File: config.mk
export PLATFORM = sky130hd
export DESIGN_NAME = vrf_read_align_flat
export DESIGN_NICKNAME = d
export VERILOG_FILES = /design/src/vrf_pkg.sv /design/src/vrf_read_if.sv /design/src/vrf_read_align.sv /design/src/flat_wrapper.sv
export SDC_FILE = /design/constraint.sdc
export NUM_CORES = 1
export LEC_CHECK = 0
export BUFFER_PORTS_ARGS = -buffer_cell sky130_fd_sc_hd__buf_4
export CAP_MARGIN = 20
export CORE_AREA = 2 2 174 176
export DETAILED_ROUTE_END_ITERATION = 6
export DIE_AREA = 0 0 176 178
export PLACE_DENSITY = 0.54
export SYNTH_ARGS = -nofsm -noshare
export SYNTH_HDL_FRONTEND = slang
export SYNTH_SLANG_ARGS = --single-unit
File: constraint.sdc
create_clock -name vclk -period 3.1
set_clock_uncertainty 0.1 [all_clocks]
set_input_delay 0.775 -clock vclk [all_inputs]
set_output_delay 0.775 -clock vclk [all_outputs]
set_load 0.01 [all_outputs]
File: src/vrf_pkg.sv
// shared widths and types for the 512x32 vector register file
// four banks interleaved on word address bits [1:0], row in bits [8:2]
// only the three write masks below are legal, all others write nothing

`default_nettype none

package vrf_pkg;

   localparam int WORD_W     = 32;
   localparam int ADDR_W     = 9;
   localparam int NUM_BANKS  = 4;
   localparam int BANK_SEL_W = 2;
   localparam int ROW_W      = ADDR_W - BANK_SEL_W;
   localparam int BANK_ROWS  = 1 << ROW_W;

   // rd0 and wr0 move one word per bank, rd1 moves two words
   localparam int WIDE_W = NUM_BANKS * WORD_W;
   localparam int DUAL_W = 2 * WORD_W;

   typedef logic [WORD_W-1:0]     word_t;
   typedef logic [ADDR_W-1:0]     vrf_addr_t;
   typedef logic [ROW_W-1:0]      row_t;
   typedef logic [BANK_SEL_W-1:0] bank_sel_t;
   typedef logic [WIDE_W-1:0]     wide_t;
   typedef logic [DUAL_W-1:0]     dual_t;
   typedef logic [NUM_BANKS-1:0]  wr_mask_t;

   // one word anywhere, two words at an even address, four at a multiple of four
   localparam wr_mask_t WR_MASK_WORD = 4'b0001;
   localparam wr_mask_t WR_MASK_DUAL = 4'b0011;
   localparam wr_mask_t WR_MASK_QUAD = 4'b1111;

endpackage

`default_nettype wire

File: src/vrf_read_if.sv
// bank read lanes and the lane offsets registered with them
// lanes are in bank order, alignment puts them back in address order

`default_nettype none

interface vrf_read_if;

   vrf_pkg::word_t [vrf_pkg::NUM_BANKS-1:0] rd0_lanes;
   vrf_pkg::word_t [vrf_pkg::NUM_BANKS-1:0] rd1_lanes;
   vrf_pkg::bank_sel_t                      rd0_offset;
   vrf_pkg::bank_sel_t                      rd1_offset;

   modport bank (
      output rd0_lanes,
      output rd1_lanes,
      output rd0_offset,
      output rd1_offset
   );

   modport align (
      input rd0_lanes,
      input rd1_lanes,
      input rd0_offset,
      input rd1_offset
   );

endinterface

`default_nettype wire

File: src/vrf_read_align.sv
// rotates bank lanes back into address order, combinational
// word i of a read comes from bank (offset + i) mod 4
// rd1 uses only the two banks starting at its offset

`default_nettype none

module vrf_read_align (
   vrf_read_if.align        rd,
   output vrf_pkg::wide_t   rd0_data,
   output vrf_pkg::dual_t   rd1_data
);

   for (genvar i = 0; i < vrf_pkg::NUM_BANKS; i++)
   begin : g_rd0
      vrf_pkg::bank_sel_t src;

      assign src = rd.rd0_offset + vrf_pkg::bank_sel_t'(i);
      assign rd0_data[i * vrf_pkg::WORD_W +: vrf_pkg::WORD_W] = rd.rd0_lanes[src];
   end

   for (genvar i = 0; i < vrf_pkg::DUAL_W / vrf_pkg::WORD_W; i++)
   begin : g_rd1
      vrf_pkg::bank_sel_t src;

      // wraps from bank 3 back to bank 0
      assign src = rd.rd1_offset + vrf_pkg::bank_sel_t'(i);
      assign rd1_data[i * vrf_pkg::WORD_W +: vrf_pkg::WORD_W] = rd.rd1_lanes[src];
   end

endmodule

`default_nettype wire

File: src/flat_wrapper.sv
// flat-port wrapper written by rule: the top's interface ports become plain ports
module vrf_read_align_flat 
  (rd0_data, rd1_data, rd_rd0_lanes, rd_rd1_lanes, rd_rd0_offset, rd_rd1_offset);
  vrf_read_if rd_i ();
  output vrf_pkg::wide_t rd0_data;
  output vrf_pkg::dual_t rd1_data;
  input wire logic [$bits(rd_i.rd0_lanes)-1:0] rd_rd0_lanes;
  input wire logic [$bits(rd_i.rd1_lanes)-1:0] rd_rd1_lanes;
  input wire logic [$bits(rd_i.rd0_offset)-1:0] rd_rd0_offset;
  input wire logic [$bits(rd_i.rd1_offset)-1:0] rd_rd1_offset;
  assign rd_i.rd0_lanes = rd_rd0_lanes;
  assign rd_i.rd1_lanes = rd_rd1_lanes;
  assign rd_i.rd0_offset = rd_rd0_offset;
  assign rd_i.rd1_offset = rd_rd1_offset;
  vrf_read_align u_core (.rd(rd_i), .rd0_data(rd0_data), .rd1_data(rd1_data));
endmodule
==> reports/summary.md, run 1 <==
• pre-CTS setup slack: 0.1851 ns
• vias after detailed routing: 5213
• overall routing resource usage: 0.1411
• core occupancy in the finished layout: 0.2924
• cell type with the highest aggregate area in the netlist: mux4_2
• core region area: 29400 um^2
• worst-margin pin slew: 0.2627 ns
• length of the first detailed-routing pass in iterations: 5
• highest clock frequency the design can meet: 344.9 MHz
• die outline area: 31330 um^2
• Row Count: 63
• number of primary I/O pins: 452
• sequential element share of the synthesized area: 0
• detailed placement HPWL: 21.73 mm
• number of hold violations in the final report: 0
• Synth top cells by count: 156 x mux4_2, 36 x mux4_1, 20 x buf_6
• most common cell in the netlist: mux4_2
• number of max-slew violations in the final report: 0
• number of hold-repair buffers added at the cts stage: 0
• first-pass GRT wire length: 33.63 mm
• Post-layout nets: 925
• count of unique library cells instantiated by Yosys: 6
• Post-Synthesis Cells: 234
• initial antenna violation count: 2
• Post-Syn Area per Cell: 20.62 um^2
• Critical Path Start Type: primary input
• antenna violation net count after detailed routing: 0
• Port Buffer Count: 452
• count of endpoints failing setup in the final report: 0
• static leakage: 3.674 nW
• number of violations of the max-capacitance limit: 0
• Gates resized, CTS repair: 0
• Worst Path Arrival: 2.02 ns
• Setup CP Type: in2out
• RSZ-0062 raised after global routing: no
• vias per inst: 4.941
• final period utilization: 0.9352
• signed area change from the synthesized netlist to the final layout: 78.16%
• average wire length per cell after detail routing: 22.97 um
• PD cells: 181.5 nW/um^2
• outcome: finished, final reports clean
• cell types with the largest area share after synthesis: mux4_2 73%, mux4_1 20%, buf_6 4.7%
• post-route minimum period: 2.899 ns
• Max-slew headroom: 0.8249
• area of all sequential standard cells: 0 um^2
• Synthesized Nets: 494
• detailed-route wire length: 24.23 mm
• worst hold slack: 1.845 ns
• leftover overflow at the end of global routing: 0
• Yosys top cell area share: 0.7282
• clkbuf count: 0
• critical-path maximum fanout: 28
• Critical Path End Type: output pin
• starting density of the core: 0.1641
• number of global-route vias before repair: 4893
• final worst-path setup slack: 0.2010 ns
• DRC violations left: 0
• post-synthesis instance area: 4825 um^2
• die extent in y: 178 um
• pin count of the biggest net entering global routing: 44
• fraction of final layout cells sized beyond drive strength 1: 0.9457
• yosys synthesis warning count: 0
• setup TNS after final layout: 0 ns
• data required time at the worst endpoint: 2.22 ns
• Routability Congestion: 0.9206
• path class of the lowest-slack min-delay path: in2out
• setup fix buffers added after clock tree synthesis: 0
• maximum vdd drop: 0.08204 mV
• drt first-iter violations: 355
• Die Wd: 176 um
• seq_cells: 0
## metrics by stage
stage          power (mW)  instances  area (um^2)
5_1_grt             1.642       1053         8591
6_report            1.560       1055         8596
3_5_place_dp        1.565       1053         8591
2_1_floorplan      0.7265        234         4825
3_3_place_gp        1.555       1053         8591
4_1_cts             1.570       1053         8591
## cell usage in the layout, fill, tap and decap left out
| cell type | instances |
|---|---|
| mux4_2 | 156 |
| buf_4 | 461 |
| buf_12 | 8 |
| diode_2 | 2 |
| buf_6 | 2 |
| mux4_1 | 36 |
## where the power goes
part,internal (mW),switching (mW)
Combinational,0.930,0.630
Sequential,0,0
Clock,0.0000000866,0
Total,0.930,0.630
## cell type report
type | count | area [um^2]
fillers | 3033 | 20810
multi-input cells | 192 | 4459
repair buffers | 471 | 3643
well taps | 390 | 488.0
diodes | 2 | 5.005
## routing by layer
| metal | global-route usage | vias to the layer above | part of all wire |
|---|---|---|---|
| met2 | 0.2282 | 231 | 0.52 |
| met1 | 0.2055 | 2820 | 0.41 |
| met5 | 0 | - | 0 |
| met4 | 0.02101 | 0 | 0.019 |
| met3 | 0.01897 | 26 | 0.055 |
| li1 | - | 2136 | - |
## critical path, stage by stage
cell and delay, ns:
buf_4 0.20, buf_12 0.25, mux4_1 0.62, buf_4 0.17
## path summary, 6_finish.rpt
| path | start | endpoint | slack [ns] | cells after the start |
|---|---|---|---|---|
| max | rd_rd1_offset[0] | rd1_data[1] | 0.20 | 4 |
| min | rd_rd1_lanes[51] | rd1_data[51] | 1.85 | 3 |
## logic make-up (layout without fill, tap and decap cells)
family,after synthesis,in the layout,share of synthesized area
buf+inv,42,471,0.07573
mux,192,192,0.9243
other cells,0,2,0
No activity file was read; power rests on OpenSTA's default activity.
==> run 2: changes to the inputs <==
--- a/config.mk
+++ b/config.mk
@@ -10,7 +10,7 @@
 export CORE_AREA = 2 2 174 176
 export DETAILED_ROUTE_END_ITERATION = 6
 export DIE_AREA = 0 0 176 178
-export PLACE_DENSITY = 0.54
+export PLACE_DENSITY_LB_ADDON = 0.3
 export SYNTH_ARGS = -nofsm -noshare
 export SYNTH_HDL_FRONTEND = slang
 export SYNTH_SLANG_ARGS = --single-unit
==> run 2 against run 1 <==
- cell area up 0.84%
- die area unchanged
- via count down 0.61%
- sequential cell count unchanged
- routed wire length down 8.5%
- worst hold slack worse by 0.0013 ns
- largest cell class unchanged
==> reports/summary.md, run 2 (synthesis gave the netlist of run 1 again) <==
• outcome: finished, final reports clean
• detailed placement HPWL: 19.48 mm
• fraction of final layout cells sized beyond drive strength 1: 0.9463
• worst-margin pin slew: 0.2423 ns
• overall routing resource usage: 0.1252
• first-pass GRT wire length: 30.81 mm
• setup TNS after final layout: 0 ns
• path class of the lowest-slack min-delay path: in2out
• core occupancy in the finished layout: 0.2948
• count of endpoints failing setup in the final report: 0
• Gates resized, CTS repair: 0
• static leakage: 3.717 nW
• sequential power share: 0
• area of all sequential standard cells: 0 um^2
• number of violations of the max-capacitance limit: 0
• pin count of the biggest net entering global routing: 40
• Die Wd: 176 um
• clkbuf count: 0
• Critical Path Start Type: primary input
• Critical Path End Type: output pin
• Clk pwr share: 0
• commonest non-fill, non-tap cell in the layout: buf_4
• Port Buffer Count: 452
• non-filler instance count after layout: 1060
• average wire length per cell after detail routing: 20.92 um
• Row Count: 63
• die extent in y: 178 um
• core region area: 29400 um^2
• signed area change from the synthesized netlist to the final layout: 79.67%
• post-route minimum period: 2.912 ns
• combined area of the multi-input logic cells: 4459 um^2
• number of max-slew violations in the final report: 0
• vias after detailed routing: 5181
• drt first-iter violations: 233
• leftover overflow at the end of global routing: 0
• critical-path maximum fanout: 13
• Switching Fraction: 0.3950
• starting density of the core: 0.1641
• final period utilization: 0.9392
• number of global-route vias before repair: 4912
• relative contribution of combinational cells to total power: 1.000
• die outline area: 31330 um^2
• total of fill cells in the finished design: 3002
• maximum vdd drop: 0.1095 mV
• detailed-route wire length: 22.18 mm
• Switching Power: 0.6122 mW
• Internal: 0.9377 mW
• placed cell count: 1060
• Worst Path Arrival: 2.04 ns
• Max-slew headroom: 0.8385
• n_diodes: 0
• Post-layout nets: 932
• setup fix buffers added after clock tree synthesis: 0
• initial antenna violation count: 0
• seq_cells: 0
• vias per inst: 4.888
• length of the first detailed-routing pass in iterations: 6
• RSZ-0062 raised after global routing: no
• Routability Congestion: 0.8671
• data required time at the worst endpoint: 2.22 ns
• number of hold violations in the final report: 0
• Setup CP Type: in2out
• number of primary I/O pins: 452
• DRC violations left: 0
• highest clock frequency the design can meet: 343.5 MHz
• antenna violation net count after detailed routing: 0
• PD cells: 178.8 nW/um^2
• most frequent cells in the layout: 466 x buf_4, 156 x mux4_2, 36 x mux4_1
• number of hold-repair buffers added at the cts stage: 0
-- run 2: cell types whose count changed in the layout (fill, tap and decap cells not counted), sizes merged --
cell	change
diode	-2
buf	+7
-- run 2: metal layers --
metal,global-route usage,part of all wire,vias up
met3,0.01620,0.053,26
met5,0,0,-
met1,0.1695,0.40,2798
met4,0.01481,0.015,0
li1,-,-,2151
met2,0.2203,0.53,206
-- run 2: final timing paths --
path                           from           end  slack, ns  depth (start not counted)
setup / recovery   rd_rd1_offset[0]  rd1_data[48]       0.19                          4
hold / removal    rd_rd1_lanes[113]  rd1_data[17]       1.84                          3
-- run 2: power groups by stage --
stage	registers, mW	clock network [mW]	logic [mW]
after CTS	0	0	1.56
after global placement	0	0	1.56
after detailed placement	0	0	1.56
final	0	0	1.55
after floorplan	0	0	0.726
after global routing	0	0	1.64
-- run 2: critical path, stage by stage --
cell	delay (ns)
buf_4	0.24
buf_4	0.27
mux4_1	0.58
buf_4	0.17
-- run 2: area by class of cell --
type,instances,area share
timing repair buffer,478,0.4293
tap,390,0.05629
multi-input combinational,192,0.5144
-- run 2: per-stage QoR --
step / total power [mW] / area (um^2) / worst slack [ns] / hold WS [ns]
floorplan: 0.7265 / 4825 / 0.5361 / 1.690
global placement: 1.556 / 8668 / 0.1780 / 1.844
detailed placement: 1.556 / 8668 / 0.1747 / 1.848
CTS: 1.561 / 8668 / 0.1716 / 1.848
global route: 1.636 / 8668 / 0.1087 / 1.859
finish: 1.550 / 8668 / 0.1884 / 1.844
