===== config.mk =====
export PLATFORM = sky130hd
export DESIGN_NAME = vrf_access_decode_flat
export DESIGN_NICKNAME = d
export VERILOG_FILES = /design/src/vrf_pkg.sv /design/src/vrf_access_if.sv /design/src/vrf_access_decode.sv /design/src/flat_wrapper.sv
export SDC_FILE = /design/constraint.sdc
export NUM_CORES = 1
export LEC_CHECK = 0
export ABC_AREA = 1
export BUFFER_PORTS_ARGS = -buffer_cell sky130_fd_sc_hd__buf_4
export CAP_MARGIN = 10
export CORE_AREA = 2 2 139 141
export DETAILED_ROUTE_END_ITERATION = 7
export DIE_AREA = 0 0 141 143
export SYNTH_ARGS = -nofsm -noshare
export SYNTH_HDL_FRONTEND = slang
export SYNTH_SLANG_ARGS = --single-unit

===== constraint.sdc =====
create_clock -name vclk -period 4.7
set_clock_uncertainty 0.2 [all_clocks]
set_input_delay 0.47 -clock vclk [all_inputs]
set_output_delay 0.47 -clock vclk [all_outputs]
set_load 0.05 [all_outputs]

===== src/vrf_pkg.sv =====
// shared widths and types for the 512x32 vector register file
// four banks interleaved on word address bits [1:0], row in bits [8:2]
// only the three write masks below are legal, all others write nothing

`default_nettype none

package vrf_pkg;

   localparam int WORD_W     = 32;
   localparam int ADDR_W     = 9;
   localparam int NUM_BANKS  = 4;
   localparam int BANK_SEL_W = 2;
   localparam int ROW_W      = ADDR_W - BANK_SEL_W;
   localparam int BANK_ROWS  = 1 << ROW_W;

   // rd0 and wr0 move one word per bank, rd1 moves two words
   localparam int WIDE_W = NUM_BANKS * WORD_W;
   localparam int DUAL_W = 2 * WORD_W;

   typedef logic [WORD_W-1:0]     word_t;
   typedef logic [ADDR_W-1:0]     vrf_addr_t;
   typedef logic [ROW_W-1:0]      row_t;
   typedef logic [BANK_SEL_W-1:0] bank_sel_t;
   typedef logic [WIDE_W-1:0]     wide_t;
   typedef logic [DUAL_W-1:0]     dual_t;
   typedef logic [NUM_BANKS-1:0]  wr_mask_t;

   // one word anywhere, two words at an even address, four at a multiple of four
   localparam wr_mask_t WR_MASK_WORD = 4'b0001;
   localparam wr_mask_t WR_MASK_DUAL = 4'b0011;
   localparam wr_mask_t WR_MASK_QUAD = 4'b1111;

endpackage

`default_nettype wire


===== src/vrf_access_if.sv =====
// per-bank read rows and write controls, from access decode to the banks
// no handshake, every field is valid in every cycle

`default_nettype none

interface vrf_access_if;

   // one entry per bank, index is the bank number
   vrf_pkg::row_t [vrf_pkg::NUM_BANKS-1:0] rd0_row;
   vrf_pkg::row_t [vrf_pkg::NUM_BANKS-1:0] rd1_row;
   logic [vrf_pkg::NUM_BANKS-1:0]           wr_en;
   vrf_pkg::word_t [vrf_pkg::NUM_BANKS-1:0] wr_data;

   // all banks share the row of a write
   vrf_pkg::row_t wr_row;

   modport decode (
      output rd0_row,
      output rd1_row,
      output wr_en,
      output wr_data,
      output wr_row
   );

   modport bank (
      input rd0_row,
      input rd1_row,
      input wr_en,
      input wr_data,
      input wr_row
   );

endinterface

`default_nettype wire


===== src/vrf_access_decode.sv =====
// spreads read addresses and wr0 onto the four banks, purely combinational
// addresses wrap modulo 512, so a read at 511 continues at word 0
// an illegal mask or a misaligned dual/quad write enables no bank
// disabled banks get zero data, unused rd1 banks get row zero

`default_nettype none

module vrf_access_decode (
   input  vrf_pkg::vrf_addr_t rd0_addr,
   input  vrf_pkg::vrf_addr_t rd1_addr,
   input  vrf_pkg::vrf_addr_t wr0_addr,
   input  vrf_pkg::wr_mask_t  wr0_en,
   input  vrf_pkg::wide_t     wr0_data,
   vrf_access_if.decode       acc
);

   vrf_pkg::vrf_addr_t rd1_next;
   vrf_pkg::bank_sel_t rd1_low;
   vrf_pkg::bank_sel_t rd1_low_next;
   vrf_pkg::bank_sel_t wr_low;
   logic               wr_word;
   logic               wr_dual;
   logic               wr_quad;

   assign rd1_next     = rd1_addr + vrf_pkg::vrf_addr_t'(1);
   assign rd1_low      = rd1_addr[vrf_pkg::BANK_SEL_W-1:0];
   assign rd1_low_next = rd1_low + vrf_pkg::bank_sel_t'(1);

   assign wr_low = wr0_addr[vrf_pkg::BANK_SEL_W-1:0];

   // legal mask and alignment combinations
   assign wr_word = (wr0_en == vrf_pkg::WR_MASK_WORD);
   assign wr_dual = (wr0_en == vrf_pkg::WR_MASK_DUAL) && !wr0_addr[0];
   assign wr_quad = (wr0_en == vrf_pkg::WR_MASK_QUAD) && (wr_low == '0);

   assign acc.wr_row = wr0_addr[vrf_pkg::ADDR_W-1:vrf_pkg::BANK_SEL_W];

   for (genvar b = 0; b < vrf_pkg::NUM_BANKS; b++)
   begin : g_bank
      vrf_pkg::bank_sel_t rd0_step;
      vrf_pkg::vrf_addr_t rd0_bank_addr;
      vrf_pkg::bank_sel_t wr_step;
      logic               wr_hit;

      // which of the four consecutive words lands in this bank
      assign rd0_step      = vrf_pkg::bank_sel_t'(b) - rd0_addr[vrf_pkg::BANK_SEL_W-1:0];
      assign rd0_bank_addr = rd0_addr + vrf_pkg::vrf_addr_t'(rd0_step);
      assign acc.rd0_row[b] = rd0_bank_addr[vrf_pkg::ADDR_W-1:vrf_pkg::BANK_SEL_W];

      always_comb
      begin
         if (rd1_low == vrf_pkg::bank_sel_t'(b))
         begin
            acc.rd1_row[b] = rd1_addr[vrf_pkg::ADDR_W-1:vrf_pkg::BANK_SEL_W];
         end
         else if (rd1_low_next == vrf_pkg::bank_sel_t'(b))
         begin
            acc.rd1_row[b] = rd1_next[vrf_pkg::ADDR_W-1:vrf_pkg::BANK_SEL_W];
         end
         else
         begin
            acc.rd1_row[b] = '0;
         end
      end

      // word index inside wr0_data that belongs to this bank
      assign wr_step = vrf_pkg::bank_sel_t'(b) - wr_low;
      assign wr_hit  = wr_quad ||
                       (wr_dual && (wr_step <= vrf_pkg::bank_sel_t'(1))) ||
                       (wr_word && (wr_step == '0));

      assign acc.wr_en[b]   = wr_hit;
      assign acc.wr_data[b] = wr_hit ?
                              wr0_data[wr_step * vrf_pkg::WORD_W +: vrf_pkg::WORD_W] : '0;
   end

endmodule

`default_nettype wire


===== src/flat_wrapper.sv =====
// flat-port wrapper written by rule: the top's interface ports become plain ports
module vrf_access_decode_flat 
  (rd0_addr, rd1_addr, wr0_addr, wr0_en, wr0_data, acc_rd0_row, acc_rd1_row, acc_wr_en, acc_wr_data, acc_wr_row);
  vrf_access_if acc_i ();
  input  vrf_pkg::vrf_addr_t rd0_addr;
  input  vrf_pkg::vrf_addr_t rd1_addr;
  input  vrf_pkg::vrf_addr_t wr0_addr;
  input  vrf_pkg::wr_mask_t wr0_en;
  input  vrf_pkg::wide_t wr0_data;
  output wire logic [$bits(acc_i.rd0_row)-1:0] acc_rd0_row;
  output wire logic [$bits(acc_i.rd1_row)-1:0] acc_rd1_row;
  output wire logic [$bits(acc_i.wr_en)-1:0] acc_wr_en;
  output wire logic [$bits(acc_i.wr_data)-1:0] acc_wr_data;
  output wire logic [$bits(acc_i.wr_row)-1:0] acc_wr_row;
  assign acc_rd0_row = acc_i.rd0_row;
  assign acc_rd1_row = acc_i.rd1_row;
  assign acc_wr_en = acc_i.wr_en;
  assign acc_wr_data = acc_i.wr_data;
  assign acc_wr_row = acc_i.wr_row;
  vrf_access_decode u_core (.rd0_addr(rd0_addr), .rd1_addr(rd1_addr), .wr0_addr(wr0_addr), .wr0_en(wr0_en), .wr0_data(wr0_data), .acc(acc_i));
endmodule

==> metrics.log, run 1 <==
[metrics] library cells used by synthesis: 23
[metrics] simple logic cell fraction of the synthesized area: 32.2%
[metrics] initial core utilization: 25.0%
[metrics] peak supply drop: ~0.00011 V
[metrics] run status: finished clean
[metrics] post-cts repair resize count: 0
[metrics] minimum setup slack in the final design: approximately 1.3 ns
[metrics] mux share of post-synthesis cell area: 27.6%
[metrics] combinational cell fraction of total power: 100.0%
[metrics] number of warning messages in the yosys log: 0
[metrics] DIE AREA: between 20,000 and 25,000 um^2
[metrics] cts-stage hold buffer count: 0
[metrics] HPWL after detailed placement: roughly 16,000 um
[metrics] CP Launch Type: input port
[metrics] Least-Margin Pin Slew: 1.01 ns
[metrics] remaining global-route overflow: 0
[metrics] Internal: around 0.00029 W
[metrics] CP Data Required Time: ~4.0 ns
[metrics] portion of the post-synthesis area used by sequential elements: 0%
[metrics] max-slew violation total from the final report: 0
[metrics] sort of element at the end of the critical path: output port
[metrics] synthesized-area fraction occupied by xor and xnor cells: around 2.1%
[metrics] sequential share of power: 0%
[metrics] Die X: roughly 140 um
[metrics] Fin Setup TNS: 0 ns
[metrics] initial detailed-routing violation count: around 230
[metrics] nets@finish: 1,299
[metrics] share of synthesized cell area in full adder, half adder and majority cells: between 2 and 3%
[metrics] leakage power figure: ~4.2 nW
[metrics] number of cell rows: 50
[metrics] die outline height: roughly 140 um
[metrics] Relative slew margins: approximately a third
[metrics] mean post-synth cell area: roughly 5.4 um^2
[metrics] dominant combinational cell family by area after synthesis: simple AND/OR/NAND/NOR gates
[metrics] Routed Wire Length: roughly 21,000 um
[metrics] Synth Net Count: about 1,000
[metrics] crit path kind: input port to output port
[metrics] detailed-route vias per instance: roughly 4.7
[metrics] summed instance area of the synthesized netlist: around 4600 um^2
[metrics] post-synthesis instance total: roughly 850
[metrics] residual DRC count: 0
[metrics] Seq Cell Count: 0
[metrics] # Max-Cap Violations: 0
[metrics] Core Footprint: approximately 19,000 um^2
[metrics] min-delay worst type: input port to output port
[metrics] pin count of the biggest net entering global routing: about 110
[metrics] first-pass GRT wire length: about 31,000 um
[metrics] clock buffer instance count of the final layout: 0
[metrics] most common library cell in the layout ignoring fill and taps: sky130_fd_sc_hd__buf_4
[metrics] number of endpoints failing setup at the final stage: 0
[metrics] highest clock frequency the design can meet: between 200 and 300 MHz
[metrics] switching fraction of total power: between 60% and 70%
[metrics] worst-path maximum fanout: 33
[metrics] number of global-route vias before repair: about 6,000
[metrics] portion of the clock cycle consumed by the worst path in the final layout: between 70% and 80%
[metrics] post-route minimum period: approximately 3.4 ns
[metrics] Post-Place Worst Slack: 1.24 ns
[metrics] synthesis-to-layout area growth: 51.8%
[metrics] area of all sequential standard cells: 0 um^2
[metrics] count of filler cells inserted in the layout: between 2,000 and 2,500
[metrics] placed cell count: around 1,400
[metrics] diode count: 0
[metrics] Clk network pwr share: 0%
[metrics] Port Buffers: 340
[metrics] wire length per cell: between 15 and 20 um
[metrics] all-layer global routing usage: 19.2%
[metrics] via count: 6,414
[metrics] number of ports placed on the die boundary: ~350
[metrics] final cell count without fillers: 1,361
[metrics] unrepaired setup endpoints after global routing: no
[metrics] # Post-CTS Setup Buffers: 0
[metrics] share of the synthesized area in compound gates (AO/OA/AOI/OAI): between 10% and 20%
[metrics] fraction of layout cells with a size suffix above 1: roughly a third
[metrics] first-pass iteration count of the detailed router: 5
[metrics] count of antenna-violating nets left after detailed routing: 0
[metrics] RD Place Congestion: 0.874
[metrics] reported net switching power: 0.000508 W
[metrics] cell depth of the worst min-delay path: 0
[metrics] power per standard cell area: about 110 nW/um^2
[metrics] antenna violations before repair: 0
[metrics] data arrival time at the worst-slack endpoint: approximately 2.8 ns
[metrics] most frequent cells in the layout: sky130_fd_sc_hd__buf_4 (349), sky130_fd_sc_hd__nand2_1 (192), sky130_fd_sc_hd__nor2_1 (156)
[metrics] Hold Fails Final Rpt: 0
-- cell usage after synthesis, types with 10 or more instances --
cell type	count	area share [%]
sky130_fd_sc_hd__o21ai_0	104	11
sky130_fd_sc_hd__nand3_1	21	2.3
sky130_fd_sc_hd__nor2_1	156	13
sky130_fd_sc_hd__ha_1	11	3.0
sky130_fd_sc_hd__mux2i_1	128	28
sky130_fd_sc_hd__buf_2	30	3.2
sky130_fd_sc_hd__nand2_1	192	16
sky130_fd_sc_hd__o21ai_1	33	3.6
sky130_fd_sc_hd__inv_1	101	8.2
sky130_fd_sc_hd__buf_4	21	3.4
sky130_fd_sc_hd__buf_6	14	3.4
sky130_fd_sc_hd__xor2_1	10	1.9
-- logic make-up after synthesis --
group / Yosys count
AO/OA/AOI/OAI: 145
multiplexers: 128
XOR/XNOR: 11
AND/OR/NAND/NOR: 379
buffers and inverters: 179
adder cells (fa/ha/maj): 11
-- critical path: stages --
cell and delay (ns):
sky130_fd_sc_hd__buf_4 0.12, sky130_fd_sc_hd__inv_2 0.32, sky130_fd_sc_hd__ha_2 0.54, sky130_fd_sc_hd__inv_2 0.13, sky130_fd_sc_hd__nor2_2 0.06, sky130_fd_sc_hd__nor2_4 0.77
sky130_fd_sc_hd__nor2_1 0.12, sky130_fd_sc_hd__buf_4 0.24
-- through the flow --
step / power (W) / util (%) / hold slack, ns / area [um^2]
floorplan: 0.000554 / - / 0.907 / 4650
global placement: 0.000798 / 38.0 / 0.740 / 7050
detailed placement: 0.000800 / 38.0 / 0.740 / 7050
CTS: 0.000803 / 38.0 / 0.740 / 7050
global route: 0.000862 / 38.0 / 0.740 / 7050
finish: 0.000798 / 38.0 / 0.740 / 7050
-- metal layers --
layer	vias to the layer above	wire [um]	GRT usage, %
met4	0	497	4.11
li1	3245	-	-
met5	-	0	0
met3	28	1630	3.29
met2	272	10500	36.5
met1	2869	8410	22.6
-- layout make-up --
type                            instances  area [um^2]  share of cell area [%]
Multi-Input combinational cell        674         3750                    53.1
Timing Repair Buffer                  349         2620                    37.2
Inverter                              104          393                    5.57
Tap cell                              234          293                    4.15
-- power groups by stage --
stage	Clock, W	Combinational, W	Sequential [W]
floorplan	0	0.000554	0
global placement	0	0.000798	0
detailed placement	0	0.000800	0
CTS	0	0.000803	0
global route	0	0.000862	0
finish	0	0.000798	0
-- path summary, 6_finish.rpt --
path                        start               to  slack [ns]
worst min-delay path  wr0_addr[5]    acc_wr_row[3]        0.74
worst max-delay path  wr0_addr[1]  acc_wr_data[82]        1.25
Power figures use the tool's default switching activity.
==> run 2, diff against run 1 <==
- clock period: 4.7 -> 3.55 ns (I/O delays scaled with it)
==> metrics.log, run 2 (synthesized netlist as in run 1, its figures left out) <==
[metrics] sort of element at the end of the critical path: output port
[metrics] remaining global-route overflow: 0 (unchanged)
[metrics] most used routing layer in global routing: met2
[metrics] all-layer global routing usage: 19.2% (-0.035 points)
[metrics] CP Launch Type: input port
[metrics] Relative slew margins: 30.2% (-2.1 points)
[metrics] unrepaired setup endpoints after global routing: no
[metrics] post-route total power: 0.00106 W (+33%)
[metrics] DIE AREA: 20,200 um^2 (unchanged)
[metrics] CP peak stage delay: 0.54 ns (-0.23 ns)
[metrics] count of antenna-violating nets left after detailed routing: 0 (unchanged)
[metrics] via count: 6,392 (-0.34%)
[metrics] die outline height: 143 um (unchanged)
[metrics] nets@finish: 1,301 (+0.15%)
[metrics] cell seen most often among critical-path stages: sky130_fd_sc_hd__buf_4
[metrics] fraction of layout cells with a size suffix above 1: 32.3% (+0.12 points)
[metrics] detailed-route vias per instance: 4.69 (-0.49%)
[metrics] portion of the clock cycle consumed by the worst path in the final layout: 87.6%
[metrics] M1 GR Usage: 22.7% (+0.040 points)
[metrics] data arrival time at the worst-slack endpoint: 2.55 ns (-0.23 ns)
[metrics] most common library cell in the layout ignoring fill and taps: sky130_fd_sc_hd__buf_4
[metrics] cts-stage hold buffer count: 0 (unchanged)
[metrics] area of all sequential standard cells: 0 um^2 (unchanged)
[metrics] HPWL after detailed placement: 16,400 um (-0.55%)
[metrics] CP Data Required Time: 2.99 ns (-1.04 ns)
[metrics] leakage power figure: 4.25 nW (+0.39%)
[metrics] first-pass GRT wire length: 31,400 um (about the same)
[metrics] residual DRC count: 0 (unchanged)
[metrics] cell family contributing the most delay on the critical path: buffers and inverters
[metrics] number of global-route vias before repair: 6,074 (+2.3%)
[metrics] Critical-path top delay cell: sky130_fd_sc_hd__ha_2
[metrics] Post-Place Worst Slack: 0.389 ns (-0.846 ns)
[metrics] final cell count without fillers: 1,363 (+0.15%)
[metrics] wire length per cell: 15.4 um (-0.44%)
[metrics] Fin Setup TNS: 0 ns (unchanged)
[metrics] crit path cell chain: buf_4 -> inv_4 -> ha_2 -> buf_4 -> mux2i_1 -> nor2_1 -> buf_4
[metrics] number of endpoints failing setup at the final stage: 0 (unchanged)
[metrics] post-cts repair resize count: 0 (unchanged)
[metrics] placed cell count: 1,363 (+0.15%)
[metrics] synthesis-to-layout area growth: 52.4%
[metrics] pin count of the biggest net entering global routing: 93 (-14%)
[metrics] Hold Fails Final Rpt: 0 (unchanged)
[metrics] initial detailed-routing violation count: 240 (+6.7%)
[metrics] number of cell rows: 50 (unchanged)
[metrics] min-delay worst type: input port to output port
[metrics] clock buffer instance count of the final layout: 0 (unchanged)
[metrics] met2 usage in global routing: 37.7% (+1.3 points)
[metrics] initial core utilization: 25.0% (unchanged)
[metrics] antenna violations before repair: 0 (unchanged)
[metrics] Core Footprint: 18,600 um^2 (unchanged)
[metrics] Port Buffers: 340 (unchanged)
[metrics] # Max-Cap Violations: 0 (unchanged)
[metrics] diode count: 0 (unchanged)
[metrics] first-pass iteration count of the detailed router: 5 (unchanged)
[metrics] number of ports placed on the die boundary: 354 (unchanged)
[metrics] worst-path maximum fanout: 26 (-21%)
[metrics] Seq Cell Count: 0 (unchanged)
[metrics] Die X: 141 um (unchanged)
[metrics] Routed Wire Length: 21,000 um (-0.29%)
[metrics] # Post-CTS Setup Buffers: 0 (unchanged)
[metrics] run status: finished clean
[metrics] highest clock frequency the design can meet: around 320 MHz
[metrics] crit path kind: input port to output port
[metrics] Post-Route Utilization: 38.1% (+0.15 points)
[metrics] RD Place Congestion: 0.837 (-4.3%)
[metrics] post-route minimum period: roughly 3.1 ns
[metrics] power per standard cell area: 150 nW/um^2 (+32%)
[metrics] Least-Margin Pin Slew: 1.04 ns (+0.0312 ns)
[metrics] most frequent cells in the layout: sky130_fd_sc_hd__buf_4 (350), sky130_fd_sc_hd__nand2_1 (192), sky130_fd_sc_hd__nor2_1 (156)
[metrics] minimum setup slack in the final design: 0.441 ns (-0.810 ns)
[metrics] Critical path buffers and inverters: 4 (unchanged)
[metrics] global routing met3 resource utilization: 2.35% (-0.94 points)
[metrics] peak supply drop: 0.000127 V (+19%)
[metrics] max-slew violation total from the final report: 0 (unchanged)
-- run 2: power breakdown --
group	switching, W	leakage (nW)	internal [W]
Sequential	0	0	0
Clock	0	0	0
Combinational	0.000672	4.25	0.000386
-- run 2: cell type report --
type                       count  area (um^2)
inverter                     104          393
multi-input combinational    674         3750
timing repair buffer         351         2650
tap                          234          293
fill                        2063        11500
-- run 2: worst paths after layout --
path | start | to | slack (ns) | cells after the start
worst max-delay path | wr0_addr[0] | acc_wr_data[77] | 0.44 | 7
worst min-delay path | wr0_addr[5] | acc_wr_row[3] | 0.51 | 0
-- run 2: metrics by stage --
stage	hold WS (ns)	instance area (um^2)
2_1_floorplan	0.677	4650
6_report	0.510	7080
3_5_place_dp	0.510	7080
3_3_place_gp	0.510	7080
4_1_cts	0.510	7080
5_1_grt	0.510	7080
-- run 2: layer usage --
metal,wire (um),vias up
met3,1490,18
met1,8550,2837
met2,10700,287
li1,-,3250
met4,299,0
met5,0,-
